==> config.mk <==
export PLATFORM = sky130hd
export DESIGN_NAME = reg_file_flat
export DESIGN_NICKNAME = d
export VERILOG_FILES = /design/src/rtl/cpu_pkg.sv /design/src/rtl/cpu_ifs.sv /design/src/rtl/reg_file.sv /design/src/flat_wrapper.sv
export SDC_FILE = /design/constraint.sdc
export NUM_CORES = 1
export LEC_CHECK = 0
export ABC_AREA = 1
export BUFFER_PORTS_ARGS = -buffer_cell sky130_fd_sc_hd__buf_2
export CAP_MARGIN = 20
export CORE_ASPECT_RATIO = 1.5
export CORE_MARGIN = 2
export CORE_UTILIZATION = 45
export CTS_BUF_LIST = sky130_fd_sc_hd__clkbuf_4 sky130_fd_sc_hd__clkbuf_8
export DETAILED_ROUTE_END_ITERATION = 10
export PLACE_DENSITY = 0.63
export SKIP_LAST_GASP = 1
export SYNTH_ARGS = -nofsm -noshare
export SYNTH_HDL_FRONTEND = slang
export SYNTH_SLANG_ARGS = --single-unit
==> constraint.sdc <==
create_clock -name clk -period 5.4 [get_ports clk]
set_clock_uncertainty 0.2 [all_clocks]
set_input_delay 0.27 -clock clk [delete_from_list [all_inputs] [get_ports clk]]
set_output_delay 0.27 -clock clk [all_outputs]
set_load 0.005 [all_outputs]
==> src/rtl/cpu_pkg.sv <==
`default_nettype none

package cpu_pkg;

    localparam int WORD_W    = 32;
    localparam int BYTE_W    = 8;
    localparam int IMM_W     = 16;
    localparam int REG_IDXW  = 3;
    localparam int REG_COUNT = 8;
    localparam int RAM_ADDRW = 10;
    // byte addressed, one word per entry
    localparam int RAM_WORDS = 256;

    // instruction field positions
    localparam int OPC_HI = 31;
    localparam int OPC_LO = 27;
    localparam int RD_HI  = 26;
    localparam int RD_LO  = 24;
    localparam int RA_HI  = 23;
    localparam int RA_LO  = 21;
    localparam int RB_HI  = 20;
    localparam int RB_LO  = 18;
    localparam int IMM_HI = 15;
    localparam int IMM_LO = 0;

    typedef logic [WORD_W-1:0]    word_t;
    typedef logic [RAM_ADDRW-1:0] addr_t;
    typedef logic [REG_IDXW-1:0]  reg_idx_t;
    typedef logic [BYTE_W-1:0]    byte_t;
    typedef logic [IMM_W-1:0]     imm_t;

    typedef enum logic [4:0] {
        OP_ADD      = 5'h00,
        OP_SUB      = 5'h01,
        OP_AND      = 5'h02,
        OP_OR       = 5'h03,
        OP_XOR      = 5'h04,
        OP_ADDI     = 5'h05,
        OP_LOAD     = 5'h06,
        OP_STORE    = 5'h07,
        OP_JMP_REL  = 5'h08,
        OP_BZ       = 5'h09,
        OP_JMP_ABS  = 5'h0a,
        OP_PUTC_IMM = 5'h0b,
        OP_PUTC_REG = 5'h0c,
        OP_HALT_IMM = 5'h0d,
        OP_HALT_REG = 5'h0e
    } op_t;

    // undefined code, runs as a no-op
    localparam op_t OP_NOP = op_t'(5'h1f);

    typedef enum logic [2:0] {
        ALU_NOP,
        ALU_ADD,
        ALU_SUB,
        ALU_AND,
        ALU_OR,
        ALU_XOR
    } alu_op_t;

    typedef enum logic [1:0] {
        BUS_NOP,
        BUS_FETCH,
        BUS_STORE
    } bus_op_t;

    typedef enum logic [2:0] {
        CU_IDLE,
        CU_FETCH,
        CU_DECODE,
        CU_LOAD_OPERANDS,
        CU_EXECUTE,
        CU_INCREMENT,
        CU_HALTED
    } cu_state_t;

endpackage

`default_nettype wire

==> src/rtl/cpu_ifs.sv <==
`default_nettype none


interface reg_if;
    cpu_pkg::reg_idx_t raddr0;
    cpu_pkg::reg_idx_t raddr1;
    cpu_pkg::reg_idx_t waddr;
    logic              we;
    cpu_pkg::word_t    wdata;
    cpu_pkg::word_t    rdata0;
    cpu_pkg::word_t    rdata1;

    modport master (output raddr0, output raddr1, output waddr, output we, output wdata,
                    input rdata0, input rdata1);
    modport slave (input raddr0, input raddr1, input waddr, input we, input wdata,
                   output rdata0, output rdata1);
endinterface


`default_nettype wire

==> src/rtl/reg_file.sv <==
`default_nettype none

module reg_file (
    input logic  clk,
    reg_if.slave rf
);
    cpu_pkg::word_t regs [cpu_pkg::REG_COUNT];

    // asynchronous read ports
    assign rf.rdata0 = regs[rf.raddr0];
    assign rf.rdata1 = regs[rf.raddr1];

    always_ff @(posedge clk) begin
        if (rf.we) begin
            regs[rf.waddr] <= rf.wdata;
        end
    end

endmodule

`default_nettype wire

==> src/flat_wrapper.sv <==
// flat-port wrapper written by rule: the top's interface ports become plain ports
module reg_file_flat 
  (clk, rf_raddr0, rf_raddr1, rf_waddr, rf_we, rf_wdata, rf_rdata0, rf_rdata1);
  reg_if rf_i ();
  input logic clk;
  input wire logic [$bits(rf_i.raddr0)-1:0] rf_raddr0;
  input wire logic [$bits(rf_i.raddr1)-1:0] rf_raddr1;
  input wire logic [$bits(rf_i.waddr)-1:0] rf_waddr;
  input wire logic [$bits(rf_i.we)-1:0] rf_we;
  input wire logic [$bits(rf_i.wdata)-1:0] rf_wdata;
  output wire logic [$bits(rf_i.rdata0)-1:0] rf_rdata0;
  output wire logic [$bits(rf_i.rdata1)-1:0] rf_rdata1;
  assign rf_i.raddr0 = rf_raddr0;
  assign rf_i.raddr1 = rf_raddr1;
  assign rf_i.waddr = rf_waddr;
  assign rf_i.we = rf_we;
  assign rf_i.wdata = rf_wdata;
  assign rf_rdata0 = rf_i.rdata0;
  assign rf_rdata1 = rf_i.rdata1;
  reg_file u_core (.clk(clk), .rf(rf_i));
endmodule
# After elaboration in Yosys (flattened, before gate mapping)

Memory sizes are Yosys's and may differ from the RTL's.
Index checks and enable logic that the tools add are counted.

Flip-flop bits (word level): 0
Bits in writable memories: 256
Input port bits: 43
Memories kept: 1

Memory list:

| name        | depth | width | read ports | clocked after Yosys merged registers in | wr ports | RTL line      | text |
|---|---|---|---|---|---|---|---|
| u_core.regs | 8     | 32    | 2          | 0                                       | 1        | reg_file.sv:7 | `cpu_pkg::word_t regs [cpu_pkg::REG_COUNT];` |

Muxes and demuxes: 2

Operators with widths:

| cell    | count |
|---|---|
| $mux W1 | 2 |

# Longest topological paths before layout

Depth in word-level cells: 2
Depth in mapped cells: 8

# Least setup slack after synthesis

Ideal clock, no wire load.

Kind: input to register
Start point: input rf_waddr[0]
End point: memory u_core.regs[0][0] (netlist bit), enable pin
Library setup time: 421 ps
Arrival: 1766 ps
Slack: 3013 ps
Stages on the path: 3
Buffers on the path: 0
Cells stage by stage: inv_1 nand2_1 nor2_1

RTL lines:

| item        | RTL line          | text |
|---|---|---|
| from (decl) | flat_wrapper.sv:8 | `input wire logic [$bits(rf_i.waddr)-1:0] rf_waddr;` |
| to (decl)   | reg_file.sv:7     |  |

No word-level cell before the write port.

# Final worst setup path

Start point: input rf_raddr0[0]
End point: output rf_rdata0[18]

Word-level cells in the longest chain between the ends: 1

Ends and longest elaborated chain:

| item           | RTL line           | text |
|---|---|---|
| from (decl)    | flat_wrapper.sv:6  | `input wire logic [$bits(rf_i.raddr0)-1:0] rf_raddr0;` |
| $mem_v2 Z8 W32 | -                  |  |
| to (decl)      | flat_wrapper.sv:11 | `output wire logic [$bits(rf_i.rdata0)-1:0] rf_rdata0;` |

Every way passes these cells.

==> summary.md <==
| Metric | Value |
|---|---|
| Startpoint types | `input port` |
| Post-synth top flop | `edfxtp_1` |
| CP endpoint | `rf_rdata0[18]` |
| Fill cell count | `between 2000 and 3000` |
| Hold Path Cell Cnt | `3` |
| Placed instance count | `2149` |
| Comb power frac | `approximately 13%` |
| Top reg by flops | `u_core.regs` |
| Final estimated routing congestion in global placement | `0.773` |
| Mean number of vias per cell | `5.13` |
| Synth top area share | `a little under three fifths` |
| Cell Rows | `78` |
| YS warnings | `0` |
| Post-route ant nets | `0` |
| Peak Freq | `334 MHz` |
| Drt total wl | `roughly 38 mm` |
| Post-DP HPWL | `19.8 mm` |
| Min-delay src | `rf_waddr[2]` |
| Routed len/inst | `16.8 um` |
| Worst min path class | `in -> reg` |
| Sink Count | `256` |
| Top Family by Delay on Critical Path | `buffers and inverters` |
| Final net count | `1866` |
| Antenna violations before repair | `0` |
| M2 GR Usage | `41.8%` |
| Syn nets | `1762` |
| Seq/Total Area, Yosys | `between 50% and 60%` |
| Crit-path cells | `buf_4 -> inv_4 -> buf_4 -> nand2_1 -> nand3_1 -> nand2_1 -> nand2_1 -> nand2_1 -> buf_2` |
| Kind of critical path | `in -> out` |
| P&R area growth vs syn | `12.9%` |
| Slew HR | `23.9%` |
| Top cells by count, synth | `nand2_1, inv_1, edfxtp_1, nand3_1, buf_2` |
| CP arrival | `2.52 ns` |
| Post-CTS Setup Bufs | `0` |
| Unrepaired setup endpoints after global routing | `no` |
| Core box area | `30100 um^2` |
| Part of the power in registers | `52.0%` |
| IO buf count | `between 100 and 150` |
| Area leader, netlist | `edfxtp_1` |
| Power Dens Cells | `282 nW/um^2` |
| Switching Share | `26.4%` |
| Final Max Slew Viols | `0` |
| Met1 Use GR | `~28%` |
| Status | `complete, no violations` |
| Worst Setup SP | `rf_raddr0[0]` |
| Remaining DRCs | `0` |
| Critical path endpoint category | `primary output` |
| Max-Cap Viols | `0` |
| #FFs+latches synth | `256` |
| Crit-path max FO | `95` |
| Met3 Use GR | `roughly 3.8%` |
| CP peak stage delay | `0.80 ns` |
| Final hold slack | `0.0703 ns` |
| First-pass DRT Iterations | `5` |
| Leak Pwr | `around 7.6 nW` |
| Root Buffer | `clkbuf_8` |
| H-tree Lvls | `2` |
| Synth Instances | `1719` |
| Clock power frac | `35.2%` |
| Non-Filler Instances | `2250` |
| CTS tree | `built` |
| Count leader, synth | `nand2_1` |
| NetSw | `1.15 mW` |
| Final period util | `55.4%` |
| Top Usage Layer GRT | `met2` |
| Hold Fails Final Rpt | `0` |
| Ys async rst share | `0%` |
| Via Count | `between 10000 and 15000` |
| Die Y | `218 um` |
| Global route overflow | `0` |
| Vias in the first global route | `11500` |
| Setup TNS | `0 ns` |
| Worst path bufs/invs | `4` |
| Slowest cell on the critical path | `inv_4` |
| Synth area leaders | `edfxtp_1, nand2_1, nand3_1` |
| Critical Path Most Common Cell | `nand2_1` |
| Synth cell types | `11` |
| Post-synth EDFFs | `between 200 and 300` |
| Die footprint | `31900 um^2` |
| CTS Buf Count | `39` |
| First-pass GRT wire length | `approximately 60 mm` |
| DRT iter0 DRCs | `917` |
| Seq. cell area | `7690 um^2` |
| VDD IR max | `0.171 mV` |
| Max reg flops | `256` |
| Clk buf depth | `3` |
| Int Pwr | `3.21 mW` |
| Slew @ Worst Pin | `1.14 ns` |
| Multi-input logic area | `between 4000 and 5000 um^2` |
| Die Wd | `146 um` |
| Mapped cell area | `13700 um^2` |
| Biggest regs | `u_core.regs x256` |
| Hold Buf Count CTS | `32` |
| Avg Inst Size Synth | `7.97 um^2` |
| Largest net degree at the start of global routing | `98` |
| Worst path depth | `9` |
| Post-CTS sizing | `0` |
| # IOs | `107` |
| Effective utilization at floorplan | `45.6%` |
| Final setup viols | `0` |
| CP required | `4.93 ns` |
| Worst-path clk slew | `around 0.070 ns` |
| Total GRT Usage | `between 20% and 30%` |
| Post-layout min period | `2.99 ns` |
| Layout cells sized above 1 | `about a tenth` |
stage by stage:
step	utilization (%)	instance area, um^2	total power [mW]	worst slack (ns)
after floorplan	-	13700	2.65	3.01
after global placement	47.9	14400	2.84	2.35
after detailed placement	47.9	14400	2.85	2.36
after CTS	51.3	15400	4.39	2.35
after global routing	51.4	15500	4.53	2.28
final	51.4	15500	4.36	2.41
placed cells by master, fill, tap and decap left out:
cell type      Yosys  final
inv_4              0      2
diode_2            0      1
nor2_4             0      8
buf_2             37    104
clkbuf_4           0     11
buf_16             0      1
clkinvlp_4         0      1
clkbuf_8           0     41
inv_1            261    261
nand2_1          838    838
dlygate4sd3_1      0     32
clkinv_2           0      7
buf_4             27     22
nand3_1          256    256
edfxtp_1         256    256
clkinv_1           0      9
how the worst min path moves through the flow:
stage / end / slack [ns]
2_1_floorplan: u_core.regs[0][0]$_DFFE_PP_ / 0.17
3_3_place_gp: u_core.regs[6][0]$_DFFE_PP_ / 0.34
3_5_place_dp: u_core.regs[7][7]$_DFFE_PP_ / 0.34
4_1_cts: u_core.regs[5][29]$_DFFE_PP_ / 0.05
5_1_grt: u_core.regs[5][29]$_DFFE_PP_ / 0.08
6_report: u_core.regs[5][29]$_DFFE_PP_ / 0.07
final cells by class:
cell class / count / area share [%]
tap: 400 / 3.24
sequential: 256 / 49.7
clock buffer: 52 / 4.19
timing repair buffer: 159 / 6.69
clock inverter: 15 / 0.429
multi-input combinational: 1102 / 29.2
antenna: 1 / 0.0162
inverter: 265 / 6.48
metal layers:
layer | part of all wire, % | vias up
li1 | - | 5551
met1 | 39 | 5451
met2 | 51 | 449
met3 | 6.7 | 91
met4 | 3.2 | 0
met5 | 0 | -
power by group through the flow:
stage                     Sequential, mW  Combinational, mW  Clock [mW]
final                               2.27              0.559        1.54
after global placement              2.31              0.530           0
after floorplan                     2.31              0.345           0
after CTS                           2.27              0.558        1.57
after detailed placement            2.31              0.538           0
after global routing                2.27              0.625        1.64
cell families (layout without fill, tap and decap cells):
logic type	Yosys count	in the layout	share of synthesized area [%]
flip-flops	256	256	56.1
other	0	1	0
buffers and inverters	361	491	11.3
AND/OR/NAND/NOR	1102	1102	32.6
(Power assumes the default switching activity.)
