`src/rtl/cpu_pkg.sv`:
```
`default_nettype none

package cpu_pkg;

    localparam int WORD_W    = 32;
    localparam int BYTE_W    = 8;
    localparam int IMM_W     = 16;
    localparam int REG_IDXW  = 3;
    localparam int REG_COUNT = 8;
    localparam int RAM_ADDRW = 10;
    // byte addressed, one word per entry
    localparam int RAM_WORDS = 256;

    // instruction field positions
    localparam int OPC_HI = 31;
    localparam int OPC_LO = 27;
    localparam int RD_HI  = 26;
    localparam int RD_LO  = 24;
    localparam int RA_HI  = 23;
    localparam int RA_LO  = 21;
    localparam int RB_HI  = 20;
    localparam int RB_LO  = 18;
    localparam int IMM_HI = 15;
    localparam int IMM_LO = 0;

    typedef logic [WORD_W-1:0]    word_t;
    typedef logic [RAM_ADDRW-1:0] addr_t;
    typedef logic [REG_IDXW-1:0]  reg_idx_t;
    typedef logic [BYTE_W-1:0]    byte_t;
    typedef logic [IMM_W-1:0]     imm_t;

    typedef enum logic [4:0] {
        OP_ADD      = 5'h00,
        OP_SUB      = 5'h01,
        OP_AND      = 5'h02,
        OP_OR       = 5'h03,
        OP_XOR      = 5'h04,
        OP_ADDI     = 5'h05,
        OP_LOAD     = 5'h06,
        OP_STORE    = 5'h07,
        OP_JMP_REL  = 5'h08,
        OP_BZ       = 5'h09,
        OP_JMP_ABS  = 5'h0a,
        OP_PUTC_IMM = 5'h0b,
        OP_PUTC_REG = 5'h0c,
        OP_HALT_IMM = 5'h0d,
        OP_HALT_REG = 5'h0e
    } op_t;

    // undefined code, runs as a no-op
    localparam op_t OP_NOP = op_t'(5'h1f);

    typedef enum logic [2:0] {
        ALU_NOP,
        ALU_ADD,
        ALU_SUB,
        ALU_AND,
        ALU_OR,
        ALU_XOR
    } alu_op_t;

    typedef enum logic [1:0] {
        BUS_NOP,
        BUS_FETCH,
        BUS_STORE
    } bus_op_t;

    typedef enum logic [2:0] {
        CU_IDLE,
        CU_FETCH,
        CU_DECODE,
        CU_LOAD_OPERANDS,
        CU_EXECUTE,
        CU_INCREMENT,
        CU_HALTED
    } cu_state_t;

endpackage

`default_nettype wire

```
`src/rtl/cpu_ifs.sv`:
```
`default_nettype none

interface ram_if;
    cpu_pkg::addr_t addr;
    logic           we;
    cpu_pkg::word_t wdata;
    cpu_pkg::word_t rdata;

    modport master (output addr, output we, output wdata, input rdata);
    modport slave (input addr, input we, input wdata, output rdata);
endinterface

interface reg_if;
    cpu_pkg::reg_idx_t raddr0;
    cpu_pkg::reg_idx_t raddr1;
    cpu_pkg::reg_idx_t waddr;
    logic              we;
    cpu_pkg::word_t    wdata;
    cpu_pkg::word_t    rdata0;
    cpu_pkg::word_t    rdata1;

    modport master (output raddr0, output raddr1, output waddr, output we, output wdata,
                    input rdata0, input rdata1);
    modport slave (input raddr0, input raddr1, input waddr, input we, input wdata,
                   output rdata0, output rdata1);
endinterface

interface alu_if;
    cpu_pkg::alu_op_t op;
    cpu_pkg::word_t   a;
    cpu_pkg::word_t   b;
    cpu_pkg::word_t   s;
    // status register outputs
    logic             zf;
    logic             cf;

    modport master (output op, output a, output b, input s, input zf, input cf);
    modport slave (input op, input a, input b, output s, output zf, output cf);
endinterface

interface instr_if;
    cpu_pkg::op_t      op;
    cpu_pkg::reg_idx_t rd;
    cpu_pkg::reg_idx_t ra;
    cpu_pkg::reg_idx_t rb;
    cpu_pkg::word_t    imm;
    logic              branch_taken;
    cpu_pkg::alu_op_t  alu_op;

    modport source (output op, output rd, output ra, output rb, output imm,
                    output branch_taken, output alu_op);
    modport sink (input op, input rd, input ra, input rb, input imm,
                  input branch_taken, input alu_op);
endinterface

`default_nettype wire

```
`src/rtl/decoder.sv`:
```
`default_nettype none

module decoder (
    input  logic           clk,
    input  logic           rst,
    input  logic           capture,
    input  cpu_pkg::word_t ir,
    input  logic           zf,
    instr_if.source        instr
);
    cpu_pkg::op_t     op;
    cpu_pkg::imm_t    imm_raw;
    cpu_pkg::alu_op_t alu_op;
    logic             taken;

    always_comb begin
        op      = cpu_pkg::op_t'(ir[cpu_pkg::OPC_HI:cpu_pkg::OPC_LO]);
        imm_raw = ir[cpu_pkg::IMM_HI:cpu_pkg::IMM_LO];
        // flags are final here, the previous instruction has retired
        taken   = (op == cpu_pkg::OP_JMP_REL) || ((op == cpu_pkg::OP_BZ) && zf);

        case (op)
            cpu_pkg::OP_ADD, cpu_pkg::OP_ADDI: begin
                alu_op = cpu_pkg::ALU_ADD;
            end
            cpu_pkg::OP_SUB: begin
                alu_op = cpu_pkg::ALU_SUB;
            end
            cpu_pkg::OP_AND: begin
                alu_op = cpu_pkg::ALU_AND;
            end
            cpu_pkg::OP_OR: begin
                alu_op = cpu_pkg::ALU_OR;
            end
            cpu_pkg::OP_XOR: begin
                alu_op = cpu_pkg::ALU_XOR;
            end
            default: begin
                alu_op = cpu_pkg::ALU_NOP;
            end
        endcase
    end

    always_ff @(posedge clk) begin
        if (rst) begin
            instr.op           <= cpu_pkg::OP_NOP;
            instr.alu_op       <= cpu_pkg::ALU_NOP;
            instr.branch_taken <= 1'b0;
        end else if (capture) begin
            instr.op           <= op;
            instr.alu_op       <= alu_op;
            instr.branch_taken <= taken;
        end
    end

    // operand fields
    always_ff @(posedge clk) begin
        if (capture) begin
            instr.rd  <= ir[cpu_pkg::RD_HI:cpu_pkg::RD_LO];
            instr.ra  <= ir[cpu_pkg::RA_HI:cpu_pkg::RA_LO];
            instr.rb  <= ir[cpu_pkg::RB_HI:cpu_pkg::RB_LO];
            instr.imm <= {{(cpu_pkg::WORD_W - cpu_pkg::IMM_W){imm_raw[cpu_pkg::IMM_W-1]}},
                          imm_raw};
        end
    end

endmodule

`default_nettype wire

```
`src/rtl/cu.sv`:
```
`default_nettype none

module cu (
    input  logic           clk,
    input  logic           rst,
    input  logic           start,
    ram_if.master          mem,
    reg_if.master          rf,
    alu_if.master          alu,
    output logic           putc_valid,
    input  logic           putc_ready,
    output cpu_pkg::byte_t putc_char,
    output logic           halted,
    output cpu_pkg::byte_t exit_code,
    output logic           load_ready
);
    cpu_pkg::cu_state_t state;
    cpu_pkg::cu_state_t state_next;
    cpu_pkg::addr_t     ip;
    cpu_pkg::addr_t     ip_next;
    cpu_pkg::addr_t     ip_ret;
    cpu_pkg::addr_t     data_addr;
    cpu_pkg::bus_op_t   bus_op;
    logic               capture;
    logic               is_putc;
    logic               is_halt;
    logic               writes_reg;
    logic               inc_done;
    logic               launch;

    instr_if instr ();

    assign capture = (state == cpu_pkg::CU_DECODE);

    decoder decoder_i (
        .clk     (clk),
        .rst     (rst),
        .capture (capture),
        .ir      (mem.rdata),
        .zf      (alu.zf),
        .instr   (instr)
    );

    // instruction class
    always_comb begin
        bus_op     = cpu_pkg::BUS_NOP;
        is_putc    = 1'b0;
        is_halt    = 1'b0;
        writes_reg = 1'b0;
        case (instr.op)
            cpu_pkg::OP_ADD, cpu_pkg::OP_SUB, cpu_pkg::OP_AND, cpu_pkg::OP_OR,
            cpu_pkg::OP_XOR, cpu_pkg::OP_ADDI, cpu_pkg::OP_JMP_ABS: begin
                writes_reg = 1'b1;
            end
            cpu_pkg::OP_LOAD: begin
                bus_op     = cpu_pkg::BUS_FETCH;
                writes_reg = 1'b1;
            end
            cpu_pkg::OP_STORE: begin
                bus_op = cpu_pkg::BUS_STORE;
            end
            cpu_pkg::OP_PUTC_IMM, cpu_pkg::OP_PUTC_REG: begin
                is_putc = 1'b1;
            end
            cpu_pkg::OP_HALT_IMM, cpu_pkg::OP_HALT_REG: begin
                is_halt = 1'b1;
            end
            default: begin
            end
        endcase
    end

    assign load_ready = (state == cpu_pkg::CU_IDLE) || (state == cpu_pkg::CU_HALTED);
    assign launch     = load_ready && start;
    // putc holds the last state until the character is taken
    assign inc_done   = (state == cpu_pkg::CU_INCREMENT) && (!is_putc || putc_ready);

    always_comb begin
        state_next = state;
        case (state)
            cpu_pkg::CU_IDLE, cpu_pkg::CU_HALTED: begin
                if (start) begin
                    state_next = cpu_pkg::CU_FETCH;
                end
            end
            cpu_pkg::CU_FETCH: begin
                state_next = cpu_pkg::CU_DECODE;
            end
            cpu_pkg::CU_DECODE: begin
                state_next = cpu_pkg::CU_LOAD_OPERANDS;
            end
            cpu_pkg::CU_LOAD_OPERANDS: begin
                state_next = cpu_pkg::CU_EXECUTE;
            end
            cpu_pkg::CU_EXECUTE: begin
                state_next = cpu_pkg::CU_INCREMENT;
            end
            cpu_pkg::CU_INCREMENT: begin
                if (inc_done) begin
                    state_next = is_halt ? cpu_pkg::CU_HALTED : cpu_pkg::CU_FETCH;
                end
            end
            default: begin
                state_next = cpu_pkg::CU_IDLE;
            end
        endcase
    end

    always_ff @(posedge clk) begin
        if (rst) begin
            state     <= cpu_pkg::CU_IDLE;
            ip        <= '0;
            exit_code <= '0;
        end else begin
            state <= state_next;
            if (launch) begin
                ip        <= '0;
                exit_code <= '0;
            end else if (inc_done) begin
                ip <= ip_next;
                if (is_halt) begin
                    exit_code <= (instr.op == cpu_pkg::OP_HALT_IMM)
                               ? instr.imm[cpu_pkg::BYTE_W-1:0]
                               : rf.rdata0[cpu_pkg::BYTE_W-1:0];
                end
            end
        end
    end

    assign ip_ret    = ip + cpu_pkg::addr_t'(4);
    assign data_addr = rf.rdata0[cpu_pkg::RAM_ADDRW-1:0] + instr.imm[cpu_pkg::RAM_ADDRW-1:0];

    always_comb begin
        if (instr.branch_taken) begin
            // word offset from the branch itself
            ip_next = ip + {instr.imm[cpu_pkg::RAM_ADDRW-3:0], 2'b00};
        end else if (instr.op == cpu_pkg::OP_JMP_ABS) begin
            ip_next = rf.rdata0[cpu_pkg::RAM_ADDRW-1:0];
        end else begin
            ip_next = ip_ret;
        end
    end

    // ram port steering
    always_comb begin
        mem.addr  = (state == cpu_pkg::CU_FETCH) ? ip : data_addr;
        mem.we    = inc_done && (bus_op == cpu_pkg::BUS_STORE);
        mem.wdata = rf.rdata1;
    end

    // operand fields sit at fixed positions for every class
    always_comb begin
        rf.raddr0 = instr.ra;
        rf.raddr1 = instr.rb;
        rf.waddr  = instr.rd;
        rf.we     = inc_done && writes_reg;
        if (bus_op == cpu_pkg::BUS_FETCH) begin
            rf.wdata = mem.rdata;
        end else if (instr.op == cpu_pkg::OP_JMP_ABS) begin
            rf.wdata = cpu_pkg::word_t'(ip_ret);
        end else begin
            rf.wdata = alu.s;
        end
    end

    // op only in the last state, flags commit once
    always_comb begin
        alu.op = (state == cpu_pkg::CU_INCREMENT) ? instr.alu_op : cpu_pkg::ALU_NOP;
        alu.a  = rf.rdata0;
        alu.b  = (instr.op == cpu_pkg::OP_ADDI) ? instr.imm : rf.rdata1;
    end

    assign putc_valid = (state == cpu_pkg::CU_INCREMENT) && is_putc;
    assign putc_char  = (instr.op == cpu_pkg::OP_PUTC_IMM) ? instr.imm[cpu_pkg::BYTE_W-1:0]
                                                            : rf.rdata0[cpu_pkg::BYTE_W-1:0];
    assign halted     = (state == cpu_pkg::CU_HALTED);

endmodule

`default_nettype wire

```
`src/flat_wrapper.sv`:
```
// flat-port wrapper written by rule: the top's interface ports become plain ports
module cu_flat 
  (clk, rst, start, putc_valid, putc_ready, putc_char, halted, exit_code, load_ready, mem_addr, mem_we, mem_wdata, mem_rdata, rf_raddr0, rf_raddr1, rf_waddr, rf_we, rf_wdata, rf_rdata0, rf_rdata1, alu_op, alu_a, alu_b, alu_s, alu_zf, alu_cf);
  ram_if mem_i ();
  reg_if rf_i ();
  alu_if alu_i ();
  input  logic clk;
  input  logic rst;
  input  logic start;
  output logic putc_valid;
  input  logic putc_ready;
  output cpu_pkg::byte_t putc_char;
  output logic halted;
  output cpu_pkg::byte_t exit_code;
  output logic load_ready;
  output wire logic [$bits(mem_i.addr)-1:0] mem_addr;
  output wire logic [$bits(mem_i.we)-1:0] mem_we;
  output wire logic [$bits(mem_i.wdata)-1:0] mem_wdata;
  input wire logic [$bits(mem_i.rdata)-1:0] mem_rdata;
  output wire logic [$bits(rf_i.raddr0)-1:0] rf_raddr0;
  output wire logic [$bits(rf_i.raddr1)-1:0] rf_raddr1;
  output wire logic [$bits(rf_i.waddr)-1:0] rf_waddr;
  output wire logic [$bits(rf_i.we)-1:0] rf_we;
  output wire logic [$bits(rf_i.wdata)-1:0] rf_wdata;
  input wire logic [$bits(rf_i.rdata0)-1:0] rf_rdata0;
  input wire logic [$bits(rf_i.rdata1)-1:0] rf_rdata1;
  output wire logic [$bits(alu_i.op)-1:0] alu_op;
  output wire logic [$bits(alu_i.a)-1:0] alu_a;
  output wire logic [$bits(alu_i.b)-1:0] alu_b;
  input wire logic [$bits(alu_i.s)-1:0] alu_s;
  input wire logic [$bits(alu_i.zf)-1:0] alu_zf;
  input wire logic [$bits(alu_i.cf)-1:0] alu_cf;
  assign mem_addr = mem_i.addr;
  assign mem_we = mem_i.we;
  assign mem_wdata = mem_i.wdata;
  assign mem_i.rdata = mem_rdata;
  assign rf_raddr0 = rf_i.raddr0;
  assign rf_raddr1 = rf_i.raddr1;
  assign rf_waddr = rf_i.waddr;
  assign rf_we = rf_i.we;
  assign rf_wdata = rf_i.wdata;
  assign rf_i.rdata0 = rf_rdata0;
  assign rf_i.rdata1 = rf_rdata1;
  assign alu_op = alu_i.op;
  assign alu_a = alu_i.a;
  assign alu_b = alu_i.b;
  assign alu_i.s = alu_s;
  assign alu_i.zf = alu_zf;
  assign alu_i.cf = alu_cf;
  cu u_core (.clk(clk), .rst(rst), .start(start), .mem(mem_i), .rf(rf_i), .alu(alu_i), .putc_valid(putc_valid), .putc_ready(putc_ready), .putc_char(putc_char), .halted(halted), .exit_code(exit_code), .load_ready(load_ready));
endmodule
```
`config.mk`:
```
export PLATFORM = sky130hd
export DESIGN_NAME = cu_flat
export DESIGN_NICKNAME = d
export VERILOG_FILES = /design/src/rtl/cpu_pkg.sv /design/src/rtl/cpu_ifs.sv /design/src/rtl/decoder.sv /design/src/rtl/cu.sv /design/src/flat_wrapper.sv
export SDC_FILE = /design/constraint.sdc
export NUM_CORES = 1
export LEC_CHECK = 0
export BUFFER_PORTS_ARGS = -buffer_cell sky130_fd_sc_hd__clkbuf_2
export CAP_MARGIN = 25
export CELL_PAD_IN_SITES_DETAIL_PLACEMENT = 0
export CELL_PAD_IN_SITES_GLOBAL_PLACEMENT = 1
export CORE_MARGIN = 1.5
export CORE_UTILIZATION = 30
export CTS_BUF_LIST = sky130_fd_sc_hd__clkbuf_2 sky130_fd_sc_hd__clkbuf_4 sky130_fd_sc_hd__clkbuf_8
export CTS_CLUSTER_SIZE = 20
export DETAILED_ROUTE_END_ITERATION = 6
export GPL_TIMING_DRIVEN = 0
export PLACE_DENSITY_LB_ADDON = 0.15
export SETUP_SLACK_MARGIN = 0.3
export SYNTH_ARGS = -nofsm -noshare
export SYNTH_HDL_FRONTEND = slang
export SYNTH_SLANG_ARGS = --single-unit
```
`constraint.sdc`:
```
create_clock -name clk -period 2.9 [get_ports clk]
set_input_delay 0.435 -clock clk [delete_from_list [all_inputs] [get_ports clk]]
set_output_delay 0.435 -clock clk [all_outputs]
set_load 0.01 [all_outputs]
```
== Word level (Yosys, flattened, before mapping) ==
Cells that the tools add are included.
Storage, ports and cells
  bits in read-only memories: 0
  logic and storage cells: 81
  memories kept: 0
  bits in registers: 55
  latch bits: 0
  bits of input ports: 134
  bits in writable memories: 0
  output and inout bits: 171
Operators by class
  divide/modulo/power cells: 0
  magnitude comparators: 0
  shift operators: 0
  bitwise gates (word level): 0
  eq/ne operators: 29
  multipliers: 0
  reductions and logical operators: 21
  add/sub/neg operators: 3
  muxes and demuxes: 18
Operators with widths (count)
  $mux 32: 3
  $eq 5x4->1 const B: 7
  $eq 5x3->1 const B: 6
  $mux 10: 3
  $add 10x10->10: 2
  $eq 5x2->1 const B: 4
  $pmux 3 s6: 1
  $mux 8: 2
  $pmux 3 s5: 1
  $mux 3: 4
  $add 10x3->10 const B: 1
  $eq 5x1->1 const B: 2
  $logic_not 5->1: 2
  $reduce_or 2->1: 5
  $eq 3x3->1 const B: 3
  $reduce_or 8->1: 1
  $eq 3x2->1 const B: 2
  $logic_and 1x1->1: 6
  $pmux 2 s2: 1
  $reduce_and 2->1: 2
  $eq 3x1->1 const B: 1
  $logic_not 3->1: 1
  $logic_or 1x1->1: 3
  $mux 1: 3
  5 further kinds: 5

== Depth between registers and ports, before layout ==
  depth in word-level cells: 8
  mapped depth: 8
  depth with buffers taken out: 8

== Cells and area by module ==
A second synthesis with hierarchy kept.
Unflattened totals
  cells, all modules: 542
  area, all modules: 4873.4 sq um
By module, submodules not included
  cu: times used 1, seq. area each 420.4 sq um, cells each 460, area each 3608.5 sq um
  decoder: times used 1, seq. area each 930.9 sq um, cells each 82, area each 1265.0 sq um

== Least setup slack after synthesis ==
OpenSTA, ideal clock, no wires.
  path kind: input to output
  from: input rf_rdata0[0]
  to: output mem_addr[6]
  arrival: 2086 ps
  stages: 7
  path slack: 379 ps
  buffers on the path: 0
  data required time: 2465 ps
  cell sequence: ha_1 fa_1 a21o_1 a21oi_1 nor2_1 or4_1 nand3_1
On the way
  word-level cells in the longest chain between the ends: 2
Ends and longest elaborated chain
  start, declared: RTL line flat_wrapper.sv:25  | input wire logic [$bits(rf_i.rdata0)-1:0] rf_rdata0;
  $add 10x10->10: RTL line cu.sv:131  | assign data_addr = rf.rdata0[cpu_pkg::RAM_ADDRW-1:0] + instr.imm[cpu_pkg::RAM_ADDRW-1:0];
  $mux 10: RTL line cu.sv:146  | mem.addr = (state == cpu_pkg::CU_FETCH) ? ip : data_addr;
  end, declared: RTL line flat_wrapper.sv:16  | output wire logic [$bits(mem_i.addr)-1:0] mem_addr;
Every way passes these cells.

== Worst setup path after layout ==
  from: register u_core.decoder_i.instr.imm[0]
  to: output mem_addr[6]
On the way
  word-level cells in the longest chain between the ends: 2
Ends and longest elaborated chain
  start, declared: RTL line cpu_ifs.sv:50  | modport source (output op, output rd, output ra, output rb, output imm,
  start signal, assigned: RTL line decoder.sv:62  | instr.imm <= {{(cpu_pkg::WORD_W - cpu_pkg::IMM_W){imm_raw[cpu_pkg::IMM_W-1]}},
  $add 10x10->10: RTL line cu.sv:131
  $mux 10: RTL line cu.sv:146
Every way passes these cells.

==> impl_metrics.ini <==
[timing]
slew_violations = 0
rsz0062_at_grt = true
finClkSkew_ns = 0.0105
holdWs_ns = 0.282
max-slew-margin-rel_pct = 49.2
fmaxAchievable_mhz = 356
fin_crit_ns = 2.81
period_share_pct = 97.0
setup-violations-final = 0
hold_viol_final = 0
worstMarginPinSlew_ns = 0.758

[cells_and_area]
stdcell_area_um2 = 6830
fin_cells = 1099
nNetsFinal = 1040
n_antenna_cell = 0
synthToLayoutAreaGrowth_pct = 44.6
final_core_util_pct = 44.6
fillers = 1598
layout-drive-gt1-share_pct = 51.5

[global_routing]
grt_pass1_wl_um = 26800
grt-ovfl-total = 0
grt_pass1_vias = 4965
grt_start_max_net_pins = 21
antenna_found_initial = 0
track_usage_pct = 21.3

[place]
routabilityCongestion = 0.835
place_area_um2 = 6420
port_buffers = 281
dp.cells = 1077
dp_hpwl_um = 15100

[clock_tree]
cts-root-buf = clkbuf_8
cts_hold_buf = 0
clkTransAtPathRegs_ns = 0.10
cts_tree = yes
insertion_delay_ns = 0.34
cts_inserted_buffers = 5
clock_path_buffers = 2
cts-htree-levels = 2
clock-sinks = 55

[logic_synthesis]
postSynthCellCount = 584
synth_area_leaders = edfxtp_1 16%, dfxtp_1 13%, buf_4 10%
ys_warn_count = 0
ys.flop_type = dfxtp_1
yosysTopAreaCell = edfxtp_1
seq_area_frac_synth_pct = 28.6
synth_cell_type_count = 57
syn_area_um2 = 4720
synthArstFlopShare_pct = 0
synth_fp_nets = 737
synth_top_area_share_pct = 15.9
synth.ff_latch_count = 55
avgSynthCellArea_um2 = 8.09
synth_edf_count = 25

[flow_run]
maxCapViolCount = 0

[detailed_routing]
drtPass1Iterations = 4
antenna_left = 0
drt_wl_total_um = 18500
vias_per_cell = 4.88
drcViolationCount = 0
wl_per_cell_um = 16.9
vias = 5367
drt_iter0_markers = 185

[floorplanning]
core_area_um2 = 15300
start_util_pct = 30.8
die_y_um = 128
die_area_um2 = 16500
rows = 45
dieWidth_um = 128
ioPinCount = 305

[setup_path]
critical_path_buf_inv_count = 1
cp_cell_sequence = ha_4 -> fa_2 -> a21o_1 -> a21oi_2 -> nor2_2 -> or4_4 -> nand3_2 -> buf_6
worstPathRequired_ns = 2.47
startpoint = u_core.decoder_i.instr.imm[0]
path_delay_family = simple AND/OR/NAND/NOR gates
crit_path_end_kind = output pin
cp_slowest_cell = edfxtp_1
crit_path_start_kind = flop
max_stage_delay_ns = 0.46
crit_arrival_ns = 2.38
cp_max_fo = 2
timing.rr.start = u_core.decoder_i.instr.imm[0]
path_class = reg2out

[outcome]
status = finished clean

[pwr]
power_switching_share_pct = 32.1
p_leak_nw = 3.39
p_seq_share_pct = 40.0
p_per_area_nw_per_um2 = 320
power_frac_clock_pct = 26.2
power_frac_comb_pct = 33.7
internal_power_mw = 1.49
p_switching_mw = 0.704
irDropWorstVdd_mv = 0.166

[min_path]
hp-start = mem_rdata[24]
holdCritPathClass = in2reg
-- synthesized netlist by cell type (4+ instances only) --
cell / count
ha_1: 17
a21oi_1: 36
xor2_1: 7
xnor2_1: 7
inv_1: 15
buf_4: 66
nand3b_1: 5
o21ai_0: 60
and3_1: 6
nor2_1: 21
nor3_1: 10
or3_1: 4
nand2b_1: 5
nor3b_1: 7
nand2_1: 96
mux2i_1: 12
buf_2: 11
o211ai_1: 8
mux2_2: 28
nand3_1: 11
edfxtp_1: 25
a211oi_1: 9
a21o_1: 19
clkbuf_1: 13
a31oi_1: 6
dfxtp_1: 30
-- path summary, 6_finish.rpt --
check | endpoint | slack, ns | depth (start not counted)
worst min-delay path | u_core.decoder_i.instr.rd[0] | 0.28 | 1
worst max register to register | u_core.ip[6] | 0.67 | 9
worst max-delay path | mem_addr[6] | 0.09 | 8
worst min register to register | u_core.decoder_i.instr.alu_op[2] | 0.47 | 2
-- layer usage --
| metal | wire, um | GRT usage [%] | vias to the layer above |
|---|---|---|---|
| li1 | - | - | 2617 |
| met1 | 7450 | 25.0 | 2475 |
| met2 | 9430 | 39.7 | 257 |
| met3 | 1380 | 3.53 | 18 |
| met4 | 282 | 6.35 | 0 |
| met5 | 0 | 0 | - |
-- layout by cell type, fill, tap and decap left out, drive strengths merged, types with 2 or more instances in the layout --
cell type  Yosys  routed
clkbuf        16     305
nand2         96      96
buf           78      90
o21ai         62      62
a21oi         36      36
dfxtp         30      30
mux2          28      28
edfxtp        25      25
nor2          23      24
a21o          19      19
ha            17      17
inv           15      14
nand3         13      13
mux2i         12      12
nor3          10      10
a211oi         9       9
o211ai         8       8
xnor2          7       7
xor2           7       7
nor3b          7       7
and3           6       6
a31oi          6       6
nand2b         6       6
nand3b         5       5
or3            5       5
o22ai          3       3
nor2b          3       3
nand4          3       3
and2b          2       2
o21a           2       2
nor4b          2       2
and2           2       2
o311ai         2       2
or2            2       2
o31a           2       2
a21boi         2       2
clkinv         1       2
fa             2       2
-- layout make-up --
| type | count | area (um^2) | share of cell area, % |
|---|---|---|---|
| plain buffers | 94 | 683 | 10.0 |
| clock buffers | 6 | 82.6 | 1.21 |
| clock inverters | 2 | 35.0 | 0.513 |
| inverters | 16 | 63.8 | 0.934 |
| multi-input cells | 420 | 2810 | 41.1 |
| flip-flops and latches | 55 | 1360 | 19.9 |
| well taps | 211 | 264 | 3.86 |
| repair buffers | 295 | 1540 | 22.5 |
-- state kept, by name, summed over array words and instances (netlist names) --
register and cells:
u_core.decoder_i.instr.alu_op 3, u_core.decoder_i.instr.branch_taken 1, u_core.decoder_i.instr.imm 16, u_core.decoder_i.instr.op 5, u_core.decoder_i.instr.ra 3, u_core.decoder_i.instr.rb 3, u_core.decoder_i.instr.rd 3, u_core.exit_code 8
u_core.ip 10, u_core.state 3
-- power groups by stage --
stage / Clock [mW] / Sequential (mW) / Combinational (mW)
6_report: 0.574 / 0.877 / 0.739
3_5_place_dp: 0 / 0.893 / 0.691
2_1_floorplan: 0 / 0.884 / 0.381
3_3_place_gp: 0 / 0.892 / 0.674
5_1_grt: 0.610 / 0.881 / 0.810
4_1_cts: 0.594 / 0.875 / 0.719
-- timing repair --
action / in CTS / in global routing
hold endpoints to repair: 0 / 0
resized for setup: 21 / 43
endpoints found under the setup margin: 50 / 64
setup buffers: 9 / 4
pin swaps: 6 / 5
gates cloned: 0 / 1
-- through the flow --
| stage | setup slack (ns) | power, mW | TNS [ns] |
|---|---|---|---|
| finish | 0.0884 | 2.19 | 0 |
| detailed placement | -0.0841 | 1.58 | -0.0841 |
| global route | -0.00679 | 2.30 | -0.00679 |
| global placement | -0.0214 | 1.57 | -0.0214 |
| floorplan | 0.379 | 1.27 | 0 |
| CTS | 0.00731 | 2.19 | 0 |
-- cells by family after synthesis --
kind of cell / share of synthesized area [%]
mux: 9.22
xor+xnor: 2.60
flops: 28.6
buf+inv: 15.1
compound gates: 19.9
fa+ha+maj: 5.35
simple gates: 19.3
No activity file was read; power rests on OpenSTA's default activity.
